==> src/fetch_pkg.sv <==
package fetch_pkg;

    // --------------------------------------------------
    // Instruction classes
    // --------------------------------------------------

    // JAL jumps to its target, everything else falls through to pc+4
    typedef enum logic {
        SEQ = 1'b0,
        JAL = 1'b1
    } inst_class_t;

    localparam logic [6:0] OPCODE_JAL = 7'b1101111;

    // --------------------------------------------------
    // Stage payloads
    // --------------------------------------------------

    typedef struct packed {
        logic [31:0] pc;
        logic [31:0] inst;
        inst_class_t inst_class;
        logic [31:0] target;
        logic        epoch;
    } decoded_t;

    typedef struct packed {
        logic [31:0] pc;
        logic [31:0] inst;
        inst_class_t inst_class;
    } retire_t;

    // --------------------------------------------------
    // AXI4 field encodings
    // --------------------------------------------------

    localparam logic [2:0] AXI_SIZE_WORD  = 3'b010;
    localparam logic [1:0] AXI_BURST_INCR = 2'b01;
    localparam logic [1:0] AXI_RESP_OKAY  = 2'b00;

endpackage

==> src/decode_stage.sv <==
`timescale 1ns/100ps

module decode_stage import fetch_pkg::*; (
    input  logic        clock,
    input  logic        reset,
    input  logic        redirect,

    // From fetch
    input  logic        f_valid,
    output logic        f_ready,
    input  logic [31:0] f_pc,
    input  logic [31:0] f_inst,
    input  logic        f_epoch,

    // To execute
    output logic        d_valid,
    input  logic        d_ready,
    output logic [31:0] d_pc,
    output logic [31:0] d_inst,
    output inst_class_t d_class,
    output logic [31:0] d_target,
    output logic        d_epoch
);

    logic        is_jal;
    logic [31:0] imm_j;
    decoded_t    dec_in;
    decoded_t    dec_out;

    // --------------------------------------------------
    // Classify and compute target
    // --------------------------------------------------

    assign is_jal = f_inst[6:0] == OPCODE_JAL;

    // J-type immediate, bit 0 always zero
    assign imm_j = {{11{f_inst[31]}}, f_inst[31], f_inst[19:12],
                    f_inst[20], f_inst[30:21], 1'b0};

    always_comb begin
        dec_in.pc         = f_pc;
        dec_in.inst       = f_inst;
        dec_in.inst_class = is_jal ? JAL : SEQ;
        // Fall-through address for everything but JAL
        dec_in.target     = is_jal ? f_pc + imm_j : f_pc + 32'd4;
        dec_in.epoch      = f_epoch;
    end

    // Wrong-path content is dropped on redirect
    pipe_reg #(
        .payload_t (decoded_t)
    ) u_dec_reg (
        .clock     (clock),
        .reset     (reset),
        .flush     (redirect),
        .in_valid  (f_valid),
        .in_ready  (f_ready),
        .in_data   (dec_in),
        .out_valid (d_valid),
        .out_ready (d_ready),
        .out_data  (dec_out)
    );

    assign d_pc     = dec_out.pc;
    assign d_inst   = dec_out.inst;
    assign d_class  = dec_out.inst_class;
    assign d_target = dec_out.target;
    assign d_epoch  = dec_out.epoch;

endmodule

==> src/execute_stage.sv <==
`timescale 1ns/100ps

module execute_stage import fetch_pkg::*; (
    input  logic        clock,
    input  logic        reset,

    // From decode
    input  logic        d_valid,
    output logic        d_ready,
    input  logic [31:0] d_pc,
    input  logic [31:0] d_inst,
    input  inst_class_t d_class,
    input  logic [31:0] d_target,
    input  logic        d_epoch,

    // Redirect back to fetch and decode
    output logic        redirect,
    output logic [31:0] redirect_pc,

    // Retire stream
    output logic        retire_valid,
    input  logic        retire_ready,
    output logic [31:0] retire_pc,
    output logic [31:0] retire_inst,
    output inst_class_t retire_class
);

    logic    epoch;
    logic    stale;
    logic    ret_in_ready;
    retire_t ret_in;
    retire_t ret_out;

    // Old-path items are swallowed right away
    assign stale   = d_epoch != epoch;
    assign d_ready = stale || ret_in_ready;

    assign redirect    = d_valid && !stale && ret_in_ready && d_class == JAL;
    assign redirect_pc = d_target;

    always_ff @(posedge clock) begin
        if (reset) begin
            epoch <= 1'b0;
        end else if (redirect) begin
            epoch <= !epoch;
        end
    end

    assign ret_in.pc         = d_pc;
    assign ret_in.inst       = d_inst;
    assign ret_in.inst_class = d_class;

    pipe_reg #(
        .payload_t (retire_t)
    ) u_ret_reg (
        .clock     (clock),
        .reset     (reset),
        .flush     (1'b0),
        .in_valid  (d_valid && !stale),
        .in_ready  (ret_in_ready),
        .in_data   (ret_in),
        .out_valid (retire_valid),
        .out_ready (retire_ready),
        .out_data  (ret_out)
    );

    assign retire_pc    = ret_out.pc;
    assign retire_inst  = ret_out.inst;
    assign retire_class = ret_out.inst_class;

    // Decode is flushed, so no JAL can follow right behind
    a_redirect_pulse: assert property (
        @(posedge clock) disable iff (reset)
        redirect |=> !redirect
    ) else $error("execute_stage: redirect held for two cycles");

endmodule

==> src/fetch_top.sv <==
`timescale 1ns/100ps

module fetch_top import fetch_pkg::*; #(
    parameter logic [31:0] RESET_PC = 32'h3000_0000,
    parameter logic [3:0]  AXI_ID   = 4'd0
) (
    input  logic        clock,
    input  logic        reset,

    // AXI4 read channel
    output logic        arvalid,
    input  logic        arready,
    output logic [31:0] araddr,
    output logic [3:0]  arid,
    output logic [7:0]  arlen,
    output logic [2:0]  arsize,
    output logic [1:0]  arburst,
    input  logic        rvalid,
    output logic        rready,
    input  logic [31:0] rdata,
    input  logic [1:0]  rresp,
    input  logic        rlast,
    input  logic [3:0]  rid,

    // Retire stream
    output logic        retire_valid,
    input  logic        retire_ready,
    output logic [31:0] retire_pc,
    output logic [31:0] retire_inst,
    output inst_class_t retire_class
);

    // --------------------------------------------------
    // Stage links
    // --------------------------------------------------

    logic        f_valid;
    logic        f_ready;
    logic [31:0] f_pc;
    logic [31:0] f_inst;
    logic        f_epoch;

    logic        d_valid;
    logic        d_ready;
    logic [31:0] d_pc;
    logic [31:0] d_inst;
    inst_class_t d_class;
    logic [31:0] d_target;
    logic        d_epoch;

    logic        redirect;
    logic [31:0] redirect_pc;

    fetch_unit #(
        .RESET_PC (RESET_PC),
        .AXI_ID   (AXI_ID)
    ) u_fetch (
        .clock       (clock),
        .reset       (reset),
        .redirect    (redirect),
        .redirect_pc (redirect_pc),
        .f_valid     (f_valid),
        .f_ready     (f_ready),
        .f_pc        (f_pc),
        .f_inst      (f_inst),
        .f_epoch     (f_epoch),
        .arvalid     (arvalid),
        .arready     (arready),
        .araddr      (araddr),
        .arid        (arid),
        .arlen       (arlen),
        .arsize      (arsize),
        .arburst     (arburst),
        .rvalid      (rvalid),
        .rready      (rready),
        .rdata       (rdata),
        .rresp       (rresp),
        .rlast       (rlast),
        .rid         (rid)
    );

    decode_stage u_decode (
        .clock    (clock),
        .reset    (reset),
        .redirect (redirect),
        .f_valid  (f_valid),
        .f_ready  (f_ready),
        .f_pc     (f_pc),
        .f_inst   (f_inst),
        .f_epoch  (f_epoch),
        .d_valid  (d_valid),
        .d_ready  (d_ready),
        .d_pc     (d_pc),
        .d_inst   (d_inst),
        .d_class  (d_class),
        .d_target (d_target),
        .d_epoch  (d_epoch)
    );

    execute_stage u_execute (
        .clock        (clock),
        .reset        (reset),
        .d_valid      (d_valid),
        .d_ready      (d_ready),
        .d_pc         (d_pc),
        .d_inst       (d_inst),
        .d_class      (d_class),
        .d_target     (d_target),
        .d_epoch      (d_epoch),
        .redirect     (redirect),
        .redirect_pc  (redirect_pc),
        .retire_valid (retire_valid),
        .retire_ready (retire_ready),
        .retire_pc    (retire_pc),
        .retire_inst  (retire_inst),
        .retire_class (retire_class)
    );

endmodule

==> src/fetch_unit.sv <==
`timescale 1ns/100ps

module fetch_unit import fetch_pkg::*; #(
    parameter logic [31:0] RESET_PC = 32'h3000_0000,
    parameter logic [3:0]  AXI_ID   = 4'd0
) (
    input  logic        clock,
    input  logic        reset,

    // Redirect from execute
    input  logic        redirect,
    input  logic [31:0] redirect_pc,

    // Fetched word to decode
    output logic        f_valid,
    input  logic        f_ready,
    output logic [31:0] f_pc,
    output logic [31:0] f_inst,
    output logic        f_epoch,

    // AXI4 read address channel
    output logic        arvalid,
    input  logic        arready,
    output logic [31:0] araddr,
    output logic [3:0]  arid,
    output logic [7:0]  arlen,
    output logic [2:0]  arsize,
    output logic [1:0]  arburst,

    // AXI4 read data channel
    input  logic        rvalid,
    output logic        rready,
    input  logic [31:0] rdata,
    input  logic [1:0]  rresp,
    input  logic        rlast,
    input  logic [3:0]  rid
);

    logic [31:0] pc;
    logic [31:0] pc_next;
    logic        epoch;
    logic        outstanding;
    logic        discard;
    logic        ar_fire;
    logic        r_fire;
    logic        f_fire;
    logic        idle;
    logic        launch;

    // Single beat word reads
    assign arid    = AXI_ID;
    assign arlen   = 8'd0;
    assign arsize  = AXI_SIZE_WORD;
    assign arburst = AXI_BURST_INCR;
    assign rready  = 1'b1;

    assign ar_fire = arvalid && arready;
    assign r_fire  = rvalid && rready;
    assign f_fire  = f_valid && f_ready;

    // Only true in the first cycle after reset
    assign idle = !arvalid && !outstanding && !f_valid;

    // Start a new read when the single token comes back
    assign launch = idle
                 || (f_valid && (f_fire || redirect))
                 || (r_fire && (discard || redirect));

    // Redirect wins over sequential advance
    always_comb begin
        if (redirect) begin
            pc_next = redirect_pc;
        end else if (f_fire) begin
            pc_next = pc + 32'd4;
        end else begin
            pc_next = pc;
        end
    end

    // --------------------------------------------------
    // PC and epoch
    // --------------------------------------------------

    always_ff @(posedge clock) begin
        if (reset) begin
            pc    <= RESET_PC;
            epoch <= 1'b0;
        end else begin
            pc <= pc_next;
            if (redirect) begin
                epoch <= !epoch;
            end
        end
    end

    // --------------------------------------------------
    // Read request tracking
    // --------------------------------------------------

    always_ff @(posedge clock) begin
        if (reset) begin
            arvalid     <= 1'b0;
            outstanding <= 1'b0;
            discard     <= 1'b0;
        end else begin
            if (ar_fire) begin
                arvalid <= 1'b0;
            end else if (launch) begin
                arvalid <= 1'b1;
            end

            if (ar_fire) begin
                outstanding <= 1'b1;
            end else if (r_fire) begin
                outstanding <= 1'b0;
            end

            // Read already issued for the old path
            if (r_fire) begin
                discard <= 1'b0;
            end else if (redirect && (arvalid || outstanding)) begin
                discard <= 1'b1;
            end
        end
    end

    // Address is held until the AR handshake
    always_ff @(posedge clock) begin
        if (launch) begin
            araddr <= pc_next;
        end
    end

    // --------------------------------------------------
    // Output word
    // --------------------------------------------------

    always_ff @(posedge clock) begin
        if (reset) begin
            f_valid <= 1'b0;
        end else if (r_fire && !discard && !redirect) begin
            f_valid <= 1'b1;
        end else if (f_fire || redirect) begin
            f_valid <= 1'b0;
        end
    end

    always_ff @(posedge clock) begin
        if (r_fire) begin
            f_pc    <= araddr;
            f_inst  <= rdata;
            f_epoch <= epoch;
        end
    end

    // --------------------------------------------------
    // Checks
    // --------------------------------------------------

    a_r_expected: assert property (
        @(posedge clock) disable iff (reset)
        rvalid |-> outstanding && rlast && rid == AXI_ID
    ) else $error("fetch_unit: unexpected R beat");

    a_r_okay: assert property (
        @(posedge clock) disable iff (reset)
        rvalid |-> rresp == AXI_RESP_OKAY
    ) else $error("fetch_unit: read response not OKAY");

    a_ar_aligned: assert property (
        @(posedge clock) disable iff (reset)
        arvalid |-> araddr[1:0] == 2'b00
    ) else $error("fetch_unit: misaligned araddr");

endmodule

==> src/pipe_reg.sv <==
`timescale 1ns/100ps

module pipe_reg #(
    parameter type payload_t = logic [31:0]
) (
    input  logic     clock,
    input  logic     reset,
    input  logic     flush,

    // Upstream side
    input  logic     in_valid,
    output logic     in_ready,
    input  payload_t in_data,

    // Downstream side
    output logic     out_valid,
    input  logic     out_ready,
    output payload_t out_data
);

    logic load;

    // Slot is free, or its entry leaves in this cycle
    assign in_ready = !out_valid || out_ready;
    assign load     = in_valid && in_ready;

    always_ff @(posedge clock) begin
        if (reset || flush) begin
            out_valid <= 1'b0;
        end else if (in_ready) begin
            out_valid <= in_valid;
        end
    end

    always_ff @(posedge clock) begin
        if (load) begin
            out_data <= in_data;
        end
    end

    // --------------------------------------------------
    // Checks
    // --------------------------------------------------

    // Stalled entry stays put until taken or flushed
    a_hold_stable: assert property (
        @(posedge clock) disable iff (reset)
        out_valid && !out_ready && !flush |=> out_valid && $stable(out_data)
    ) else $error("pipe_reg: output changed while stalled");

endmodule

==> config.mk <==
export PLATFORM = sky130hd
export DESIGN_NAME = fetch_top
export DESIGN_NICKNAME = d
export VERILOG_FILES = /design/src/fetch_pkg.sv /design/src/decode_stage.sv /design/src/execute_stage.sv /design/src/fetch_top.sv /design/src/fetch_unit.sv /design/src/pipe_reg.sv
export SDC_FILE = /design/constraint.sdc
export NUM_CORES = 1
export LEC_CHECK = 0
export BUFFER_PORTS_ARGS = -buffer_cell sky130_fd_sc_hd__buf_4
export CORE_MARGIN = 5
export CORE_UTILIZATION = 50
export DETAILED_ROUTE_END_ITERATION = 8
export PLACE_DENSITY = 0.78
export SLEW_MARGIN = 10
export SYNTH_ARGS = -nofsm -noshare
export SYNTH_HDL_FRONTEND = slang
export SYNTH_SLANG_ARGS = --single-unit
==> constraint.sdc <==
create_clock -name clock -period 9.25 [get_ports clock]
set_input_delay 0.925 -clock clock [delete_from_list [all_inputs] [get_ports clock]]
set_output_delay 0.925 -clock clock [all_outputs]
set_load 0.01 [all_outputs]
-- Yosys cells after proc, flatten, opt, wreduce, memory -nomap -nowiden
Cells that the tools add are included.
- flip-flop bits (word level): 300
- output and inout port bits: 117
- logic and storage cells: 69
- $add $sub $neg: 3
- equality and inequality tests: 2
- muxes and demuxes: 8
- reduce and logical (&&, ||, !) cells: 35
- operators with widths (cell ; count):
    2-to-1 mux 32 bit ; 3
    adder 32 x 3 -> 32 bit (second input constant) ; 2
    adder 32 bit ; 1
    logical AND 1 bit ; 12
    logical NOT 1 bit ; 10
    logical OR 1 bit ; 9
    equality test 7 bit (second input constant) ; 1
    2-to-1 mux 1 bit ; 5
    nonzero test 2 bit ; 2
    OR reduction 2 bit ; 2
    inequality test 1 bit ; 1

-- Depth between registers and ports, before layout
Gate-level depths: netlist of the first run.
- depth after elaboration: 9
- depth in mapped cells: 10

-- By module
Synthesis of the first run repeated with hierarchy kept, for this count alone.
- cells, all modules: 1017
- area, all modules: 13235.2 um^2
- by module, submodules not included (module ; times used ; cells each ; area an instance (um^2)):
    fetch_unit ; 1 ; 426 ; 5445.2
    pipe_reg (u_decode.u_dec_reg) ; 1 ; 103 ; 3000.4
    decode_stage ; 1 ; 377 ; 2464.9
    pipe_reg (u_execute.u_ret_reg) ; 1 ; 70 ; 2009.4
    execute_stage ; 1 ; 41 ; 315.3

-- Worst setup path before layout of the first run
No wires, ideal clock.
- kind: input to register
- start point: input retire_ready
- end point: register u_fetch.araddr[0], enable pin
- setup time: 391 ps
- arrival: 7109 ps
- required time: 8859 ps
- slack: 1750 ps
- cell stages on the path: 4
- path buffers: 0
- cell sequence: nor2b_1 > a31oi_1 > a21oi_1 > nand2_1
- longest elaborated chain between the ends: 8
- elaborated cells on any way between the ends: 12
- classes of those cells: reduce/logical (12)
- ends and longest elaborated chain (item ; line ; RTL):
    start: declaration ; fetch_top.sv:27 ; input logic retire_ready,
    logical OR 1 bit ; pipe_reg.sv:24 ; assign in_ready = !out_valid || out_ready;
    logical OR 1 bit ; execute_stage.sv:36 ; assign d_ready = stale || ret_in_ready;
    logical OR 1 bit ; pipe_reg.sv:24 ;
    logical AND 1 bit ; -- ;
    named net u_decode.u_dec_reg.load ; pipe_reg.sv:21 ; logic load;
    logical OR 1 bit ; fetch_unit.sv:66 ; || (f_valid && (f_fire || redirect))
    logical AND 1 bit ; fetch_unit.sv:66 ;
    logical OR 1 bit ; fetch_unit.sv:66 ;
    logical OR 1 bit ; fetch_unit.sv:67 ; || (r_fire && (discard || redirect));
    named net u_fetch.launch ; fetch_unit.sv:48 ; logic launch;
    end signal: assignment ; fetch_unit.sv:130 ; araddr <= pc_next;
    end: declaration ; fetch_unit.sv:24 ; output logic [31:0] araddr,
The timed path passes the listed nets, and every way through them passes these cells.
A chain may end at the register's enable or synchronous reset.

-- Worst setup path in the final report of the first run
- start point: register u_decode.u_dec_reg.out_data[0] (netlist name)
- end point: register u_fetch.araddr[27] (data pin)
- longest elaborated chain between the ends: 6
- elaborated cells on any way between the ends: 10
- classes of those cells: eq/ne (1); mux (2); reduce/logical (7)
- ends and longest elaborated chain (item ; line ; RTL):
    start: declaration ; pipe_reg.sv:18 ; output payload_t out_data
    start signal: assignment ; pipe_reg.sv:37 ; out_data <= in_data;
    inequality test 1 bit ; execute_stage.sv:35 ; assign stale = d_epoch != epoch;
    logical NOT 1 bit ; -- ;
    logical AND 1 bit (2 in a row) ; -- ;
    named net u_execute.u_ret_reg.load ; pipe_reg.sv:21 ;
    logical AND 1 bit ; execute_stage.sv:38 ; assign redirect = d_valid && !stale && ret_in_ready && d_class == JAL;
    2-to-1 mux 32 bit ; fetch_unit.sv:71 ; if (redirect) begin
    named net u_fetch.pc_next[27] ; fetch_unit.sv:40 ; logic [31:0] pc_next;
The timed path passes the listed nets, and every way through them passes these cells.

==> out/qor.tcl, run 1 <==
set qor(netlist_area_um2) 12600
set qor(max_freq_mhz) 278
set qor(maximum_buffer_depth_of_the_clock_tree) 3
set qor(via_count) 7806
set qor(layout_cell_share_with_drive_strength_beyond_1_pct) 18.7
set qor(clk_latency_ps) 550
set qor(total_global_routing_track_utilization_pct) 18.3
set qor(rsz0062_at_grt) {false}
set qor(grt_most_used_layer) {met2}
set qor(floorplan.io_pins) 161
set qor(worst_ep_required_time_ps) 9510
set qor(ant_nets) 0
set qor(worst_slew_margin_rel_pct) 36.2
set qor(finalWeightedCongestion) 0.878
set qor(post_synth_main_area_contributors) {sky130_fd_sc_hd__edfxtp_1 (62%), sky130_fd_sc_hd__dfxtp_1 (6.3%), sky130_fd_sc_hd__xnor2_1 (3.7%), sky130_fd_sc_hd__ha_1 (3.2%), sky130_fd_sc_hd__nand2_1 (2.7%)}
set qor(setup-tns-final_ps) 0
set qor(diodes) 0
set qor(cp-end-kind) {flip-flop}
set qor(syn-instance-count) 950
set qor(netlist.top_cell.by_area) {sky130_fd_sc_hd__edfxtp_1}
set qor(final_min_period_over_clock_period_pct) 38.9
set qor(floorplan.initialDensity_pct) 50.4
set qor(floorplan.die.width_um) 169
set qor(cts_tree) {yes}
set qor(number_of_antenna_violations_at_the_first_check_in_global_routing) 0
set qor(max_slew.worst_pin.slew_ps) 957
set qor(dominantRegCellSynth) {sky130_fd_sc_hd__edfxtp_1}
set qor(max_cap_viol_count) 0
set qor(synthesis.area_per_instance_um2) 13.3
set qor(post_cts_buffers) 0
set qor(grt_util_met1_pct) 26.1
set qor(dp.final_hpwl_mm) 18.0
set qor(gr-total-overflow) 0
set qor(worst-path-max-fanout) 45
set qor(final_setup_violation_count) 0
set qor(synth.lib_cells_used.distinct) 61
set qor(postRouteWirelength_mm) 26.4
set qor(rows) 58
set qor(synth-edff-count) 259
set qor(floorplan.core_area_um2) 25000
set qor(routed_wl_per_cell_um) 18.3
set qor(nets) 1168
set qor(final-hold-violation-count) 0
set qor(synth_top_area_share_pct) 61.6
set qor(grt_pass1_wl_mm) 41.5
set qor(outcome) {finished clean}
set qor(use_met3_pct) 3.53
set qor(yosys_register_bits) 299
set qor(first_global_vias) 7605
set qor(synth-seq-area-share_pct) 67.9
set qor(min_path_type) {reg -> reg}
set qor(drt_first_pass_iters) 5
set qor(drtIter0Drc) 709
set qor(dieArea_um2) 28500
set qor(period_needed_ps) 3600
set qor(post-route-util_pct) 59.9
set qor(hold_buffers) 0
set qor(ctsHtreeMaxLevel) 1
set qor(synth_commonest_cells) {sky130_fd_sc_hd__edfxtp_1 (259), sky130_fd_sc_hd__nand2_1 (91), sky130_fd_sc_hd__nor2_1 (58)}
set qor(yosys.cell_count.top_type) {sky130_fd_sc_hd__edfxtp_1}
set qor(cellLeakagePower_nw) 5.54
set qor(cts_buffers) 29
set qor(power_density_nw_per_um2) 214
set qor(yosysWarnings) 0
set qor(critical_path_arrival_ps) 3860
set qor(slew_viol_final) 0
set qor(avgViaCountPerCell) 5.41
set qor(area_growth_syn_to_layout_pct) 18.7
set qor(vdd_ir_drop_max_v) 0.000131
set qor(cts.root.buffer_cell) {sky130_fd_sc_hd__clkbuf_16}
set qor(die_height_um) 169
set qor(skew_ps) 24.1
set qor(numClockSinks) 299
set qor(start_kind) {flip-flop}
set qor(cts.clk_slew.worst_paths_ps) 60
set qor(drc) 0
set qor(io_buffers) 135
set qor(setup.worst_path.class) {reg -> reg}
set qor(nFillCells) 1981
set qor(asyncSetResetFlopFracSynth_pct) 0
set qor(grt_start_max_net_pins) 70
set qor(cts_resized) 0
set qor(grtUsageMet2_pct) 29.4
==> cell families (layout without fill, tap and decap cells) <==
kind of cell | after synthesis | after routing | share of synthesized area (%)
flip-flops | 299 | 299 | 67.9
AND/OR/NAND/NOR | 288 | 288 | 11.6
AO/OA/AOI/OAI | 178 | 178 | 8.78
XOR/XNOR | 79 | 79 | 5.48
buffers and inverters | 69 | 217 | 2.62
adder cells (fa/ha/maj) | 33 | 33 | 3.33
other | 2 | 18 | 0.0595
multiplexers | 2 | 2 | 0.159
==> through the flow <==
stage,cell area (um2),cells,power [W],hold slack [ps],setup slack (ps)
6_report,15000,1444,0.00321,406,5650
5_1_grt,15000,1444,0.00334,423,5410
4_1_cts,15000,1444,0.00323,414,5600
3_5_place_dp,13900,1390,0.00196,405,5510
3_3_place_gp,13900,1390,0.00196,401,5620
2_1_floorplan,12700,966,0.00184,400,1750
==> power by group <==
group	total, W	switching, W	leakage [nW]	internal [W]
clock network	0.00126	0.000491	0.514	0.000774
registers	0.00161	0.0000528	2.80	0.00156
logic	0.000329	0.000199	2.23	0.000129
==> final cells by class <==
type / count / area (um2) / area share, %
multi-input cells: 598 / 3800 / 25.3
inverters: 21 / 78.8 / 0.526
clock buffers: 37 / 828 / 5.53
clock inverters: 17 / 226 / 1.51
well taps: 330 / 413 / 2.75
flip-flops and latches: 299 / 8580 / 57.2
repair buffers: 142 / 1070 / 7.11
==> per-layer routing <==
| metal | part of all wire, % | wire (um) | vias up |
|---|---|---|---|
| met2 | 47 | 12300 | 249 |
| met5 | 0 | 0 | - |
| met1 | 44 | 11700 | 3740 |
| li1 | - | - | 3781 |
| met4 | 1.6 | 423 | 0 |
| met3 | 7.6 | 2000 | 36 |
==> critical path, stage by stage (launching register included) <==
cell	delay [ps]
sky130_fd_sc_hd__edfxtp_1	380
sky130_fd_sc_hd__xnor2_1	360
sky130_fd_sc_hd__nand2_1	200
sky130_fd_sc_hd__nor2_4	610
sky130_fd_sc_hd__buf_4	630
sky130_fd_sc_hd__nand2_1	430
sky130_fd_sc_hd__buf_4	380
sky130_fd_sc_hd__nor2_1	220
sky130_fd_sc_hd__a21oi_1	80
==> layout by cell type (no fill, tap or decap), types with 21 or more instances in the layout <==
cell,instances
sky130_fd_sc_hd__edfxtp_1,259
sky130_fd_sc_hd__xnor2_1,54
sky130_fd_sc_hd__nand3_1,27
sky130_fd_sc_hd__nand2_1,91
sky130_fd_sc_hd__o21ai_0,47
sky130_fd_sc_hd__nor2_1,57
sky130_fd_sc_hd__inv_1,21
sky130_fd_sc_hd__a21oi_1,57
sky130_fd_sc_hd__xor2_1,25
sky130_fd_sc_hd__and2_1,27
sky130_fd_sc_hd__buf_4,142
sky130_fd_sc_hd__dfxtp_1,40
sky130_fd_sc_hd__ha_1,32
sky130_fd_sc_hd__clkbuf_16,31
==> path summary, 6_finish.rpt <==
kind | slack (ps) | from | cells after the start | to
hold reg to reg | 410 | u_decode.u_dec_reg.out_data[49] | 0 | u_execute.u_ret_reg.out_data[16]
hold / removal | 410 | u_decode.u_dec_reg.out_data[49] | 0 | u_execute.u_ret_reg.out_data[16]
setup / recovery | 5650 | u_decode.u_dec_reg.out_data[0] | 8 | u_fetch.araddr[27]
setup reg to reg | 5650 | u_decode.u_dec_reg.out_data[0] | 8 | u_fetch.araddr[27]
==> flip-flops by register name (all words and copies together) (netlist names) <==
signal                         cells
u_fetch.f_inst                    32
u_decode.u_dec_reg.out_valid       1
u_execute.u_ret_reg.out_valid      1
u_fetch.f_epoch                    1
u_fetch.epoch                      1
u_fetch.pc                        32
u_fetch.arvalid                    1
u_decode.u_dec_reg.out_data       97
u_fetch.discard                    1
u_fetch.outstanding                1
u_fetch.f_pc                      32
u_execute.epoch                    1
u_fetch.f_valid                    1
u_execute.u_ret_reg.out_data      65
u_fetch.araddr                    32
(Power assumes the default switching activity.)
==> inputs of run 2 (changes only) <==
PLACE_DENSITY = 0.81   (was 0.78)
clock period = 3.05 ns   (was 9.25 ns; I/O delays follow)
==> run 2 against run 1 <==
Net effect:
- cell count increased by 4.7%
- setup slack got worse by 5500 ps
- routed wire length increased by 7.2%
- non-clock buffer count increased by 70
- critical path depth unchanged
- clock skew decreased by 11 ps
- fmax increased by 22%
- largest cell class unchanged
==> out/qor.tcl, run 2 (synthesis results as in run 1) <==
set qor(via_count) 8272
set qor(critical_path_arrival_ps) 3240
set qor(final-hold-violation-count) 0
set qor(use_met3_pct) 2.94
set qor(floorplan.io_pins) 161
set qor(cts.clk_slew.worst_paths_ps) 70
set qor(cts_buffers) 28
set qor(largest_reg_flops) 97
set qor(startpoint_of_the_worst_setup_timing_path) {u_fetch.f_pc[5]}
set qor(ant_nets) 0
set qor(grtUsageMet2_pct) 32.2
set qor(cts_tree) {yes}
set qor(ff2ff_setup_slack_ps) 110
set qor(maximum_buffer_depth_of_the_clock_tree) 3
set qor(cellLeakagePower_nw) 5.79
set qor(grt_util_met1_pct) 27.3
set qor(cp-end-kind) {flip-flop}
set qor(hold_path_startpoint) {arready}
set qor(critical_path.cell_chain) {ha_1, nand3_1, nor2_1, o2111ai_1, a211oi_1, o21ai_0, and2_1, a221oi_1}
set qor(period_needed_ps) 2940
set qor(layout_cell_share_with_drive_strength_beyond_1_pct) 21.3
set qor(rsz0062_at_grt) {false}
set qor(max_slew.worst_pin.slew_ps) 941
set qor(grt_most_used_layer) {met2}
set qor(routed_wl_per_cell_um) 18.7
set qor(max_freq_mhz) 340
set qor(numClockSinks) 299
set qor(clk_latency_ps) 540
set qor(diodes) 0
set qor(nets) 1237
set qor(min_path_type) {in -> reg}
set qor(cpLargestDelayFamily) {compound AO/OA/AOI/OAI gates}
set qor(worst-path-max-fanout) 5
set qor(max_flop_register) {u_decode.u_dec_reg.out_data}
set qor(worst_slew_margin_rel_pct) 37.3
set qor(total_buffers_and_inverters_traversed_by_the_critical_path) 0
set qor(final_setup_violation_count) 0
set qor(die_height_um) 169
set qor(setup.worst_path.class) {reg -> reg}
set qor(layout_commonest_cell) {sky130_fd_sc_hd__edfxtp_1}
set qor(layout_setup_ws_ps) 106
set qor(floorplan.core_area_um2) 25000
set qor(fin_worst_hold_slack_ps) 61.2
set qor(cts.root.buffer_cell) {sky130_fd_sc_hd__clkbuf_16}
set qor(area_growth_syn_to_layout_pct) 23.0
set qor(pre_cts_slack_ps) -42.5
set qor(drtIter0Drc) 781
set qor(number_of_antenna_violations_at_the_first_check_in_global_routing) 0
set qor(gr-total-overflow) 0
set qor(first_global_vias) 8174
set qor(drc) 0
set qor(postRouteWirelength_mm) 28.3
set qor(io_buffers) 135
set qor(rows) 58
set qor(floorplan.initialDensity_pct) 50.4
set qor(post_cts_buffers) 0
set qor(max_stage_delay_ps) 480
set qor(cpMaxStageDelayCell) {sky130_fd_sc_hd__edfxtp_1}
set qor(slew_viol_final) 0
set qor(floorplan.die.width_um) 169
set qor(start_kind) {flip-flop}
set qor(grt_pass1_wl_mm) 44.6
set qor(ctsHtreeMaxLevel) 1
set qor(post-layout-total-power_w) 0.00954
set qor(grt_start_max_net_pins) 69
set qor(reg2reg_from) {u_fetch.f_pc[5]}
set qor(worst_ep_required_time_ps) 3350
set qor(dieArea_um2) 28500
set qor(skew_ps) 13.3
set qor(total_global_routing_track_utilization_pct) 19.6
set qor(power_density_nw_per_um2) 614
set qor(finalWeightedCongestion) 0.877
set qor(dp.final_hpwl_mm) 18.9
set qor(biggest_registers_after_layout) {u_decode.u_dec_reg.out_data (97), u_execute.u_ret_reg.out_data (65)}
set qor(final_min_period_over_clock_period_pct) 96.5
set qor(post-route-util_pct) 62.0
set qor(max_cap_viol_count) 0
set qor(layout_common_cells) {sky130_fd_sc_hd__edfxtp_1 (259), sky130_fd_sc_hd__buf_4 (180), sky130_fd_sc_hd__nand2_1 (90)}
set qor(drt_first_pass_iters) 6
set qor(outcome) {finished clean}
set qor(avgViaCountPerCell) 5.47
set qor(vdd_ir_drop_max_v) 0.000368
[run 2: worst min-delay path: cells and delay by family]
family                 cells  cell delay, ps
AO/OA/AOI/OAI              1             110
buffers and inverters      1              80
AND/OR/NAND/NOR            1              60
[run 2: area by class of cell]
type                       count  area, um2
fill                        1904       9510
sequential                   299       8580
multi-input combinational    598       3850
timing repair buffer         212       1670
clock buffer                  32        737
tap                          330        413
clock inverter                20        203
inverter                      21       78.8
[run 2: per-stage QoR]
step	TNS [ps]	instances	cell area (um2)
finish	0	1512	15500
global route	0	1512	15500
CTS	0	1512	15500
detailed placement	-42.5	1428	14200
global placement	0	1428	14200
floorplan	-8380	966	12700
[run 2: report_power, final]
part | switching, W | leakage (nW) | internal, W
registers | 0.000138 | 2.80 | 0.00473
clock network | 0.00152 | 0.441 | 0.00201
logic | 0.000671 | 2.55 | 0.000480
total | 0.00232 | 5.79 | 0.00722
[run 2: timing repair]
item / in CTS / in global routing
hold buffers: 32 / 0
pin swaps: 0 / 4
resized for setup: 1 / 6
endpoints found under the hold margin: 32 / 0
endpoints found under the setup margin: 2 / 3
[run 2: path summary, 6_finish.rpt]
kind	end	depth (start not counted)
worst min register to register	u_execute.u_ret_reg.out_data[1]	0
worst min-delay path	u_fetch.outstanding	3
worst max-delay path	u_decode.u_dec_reg.out_data[27]	8
worst max register to register	u_decode.u_dec_reg.out_data[27]	8
[run 2: routing by layer]
layer / vias to the layer above / wire (um)
met1: 3974 / 12000
met5: - / 0
met4: 0 / 753
met3: 50 / 2120
met2: 333 / 13400
li1: 3915 / -
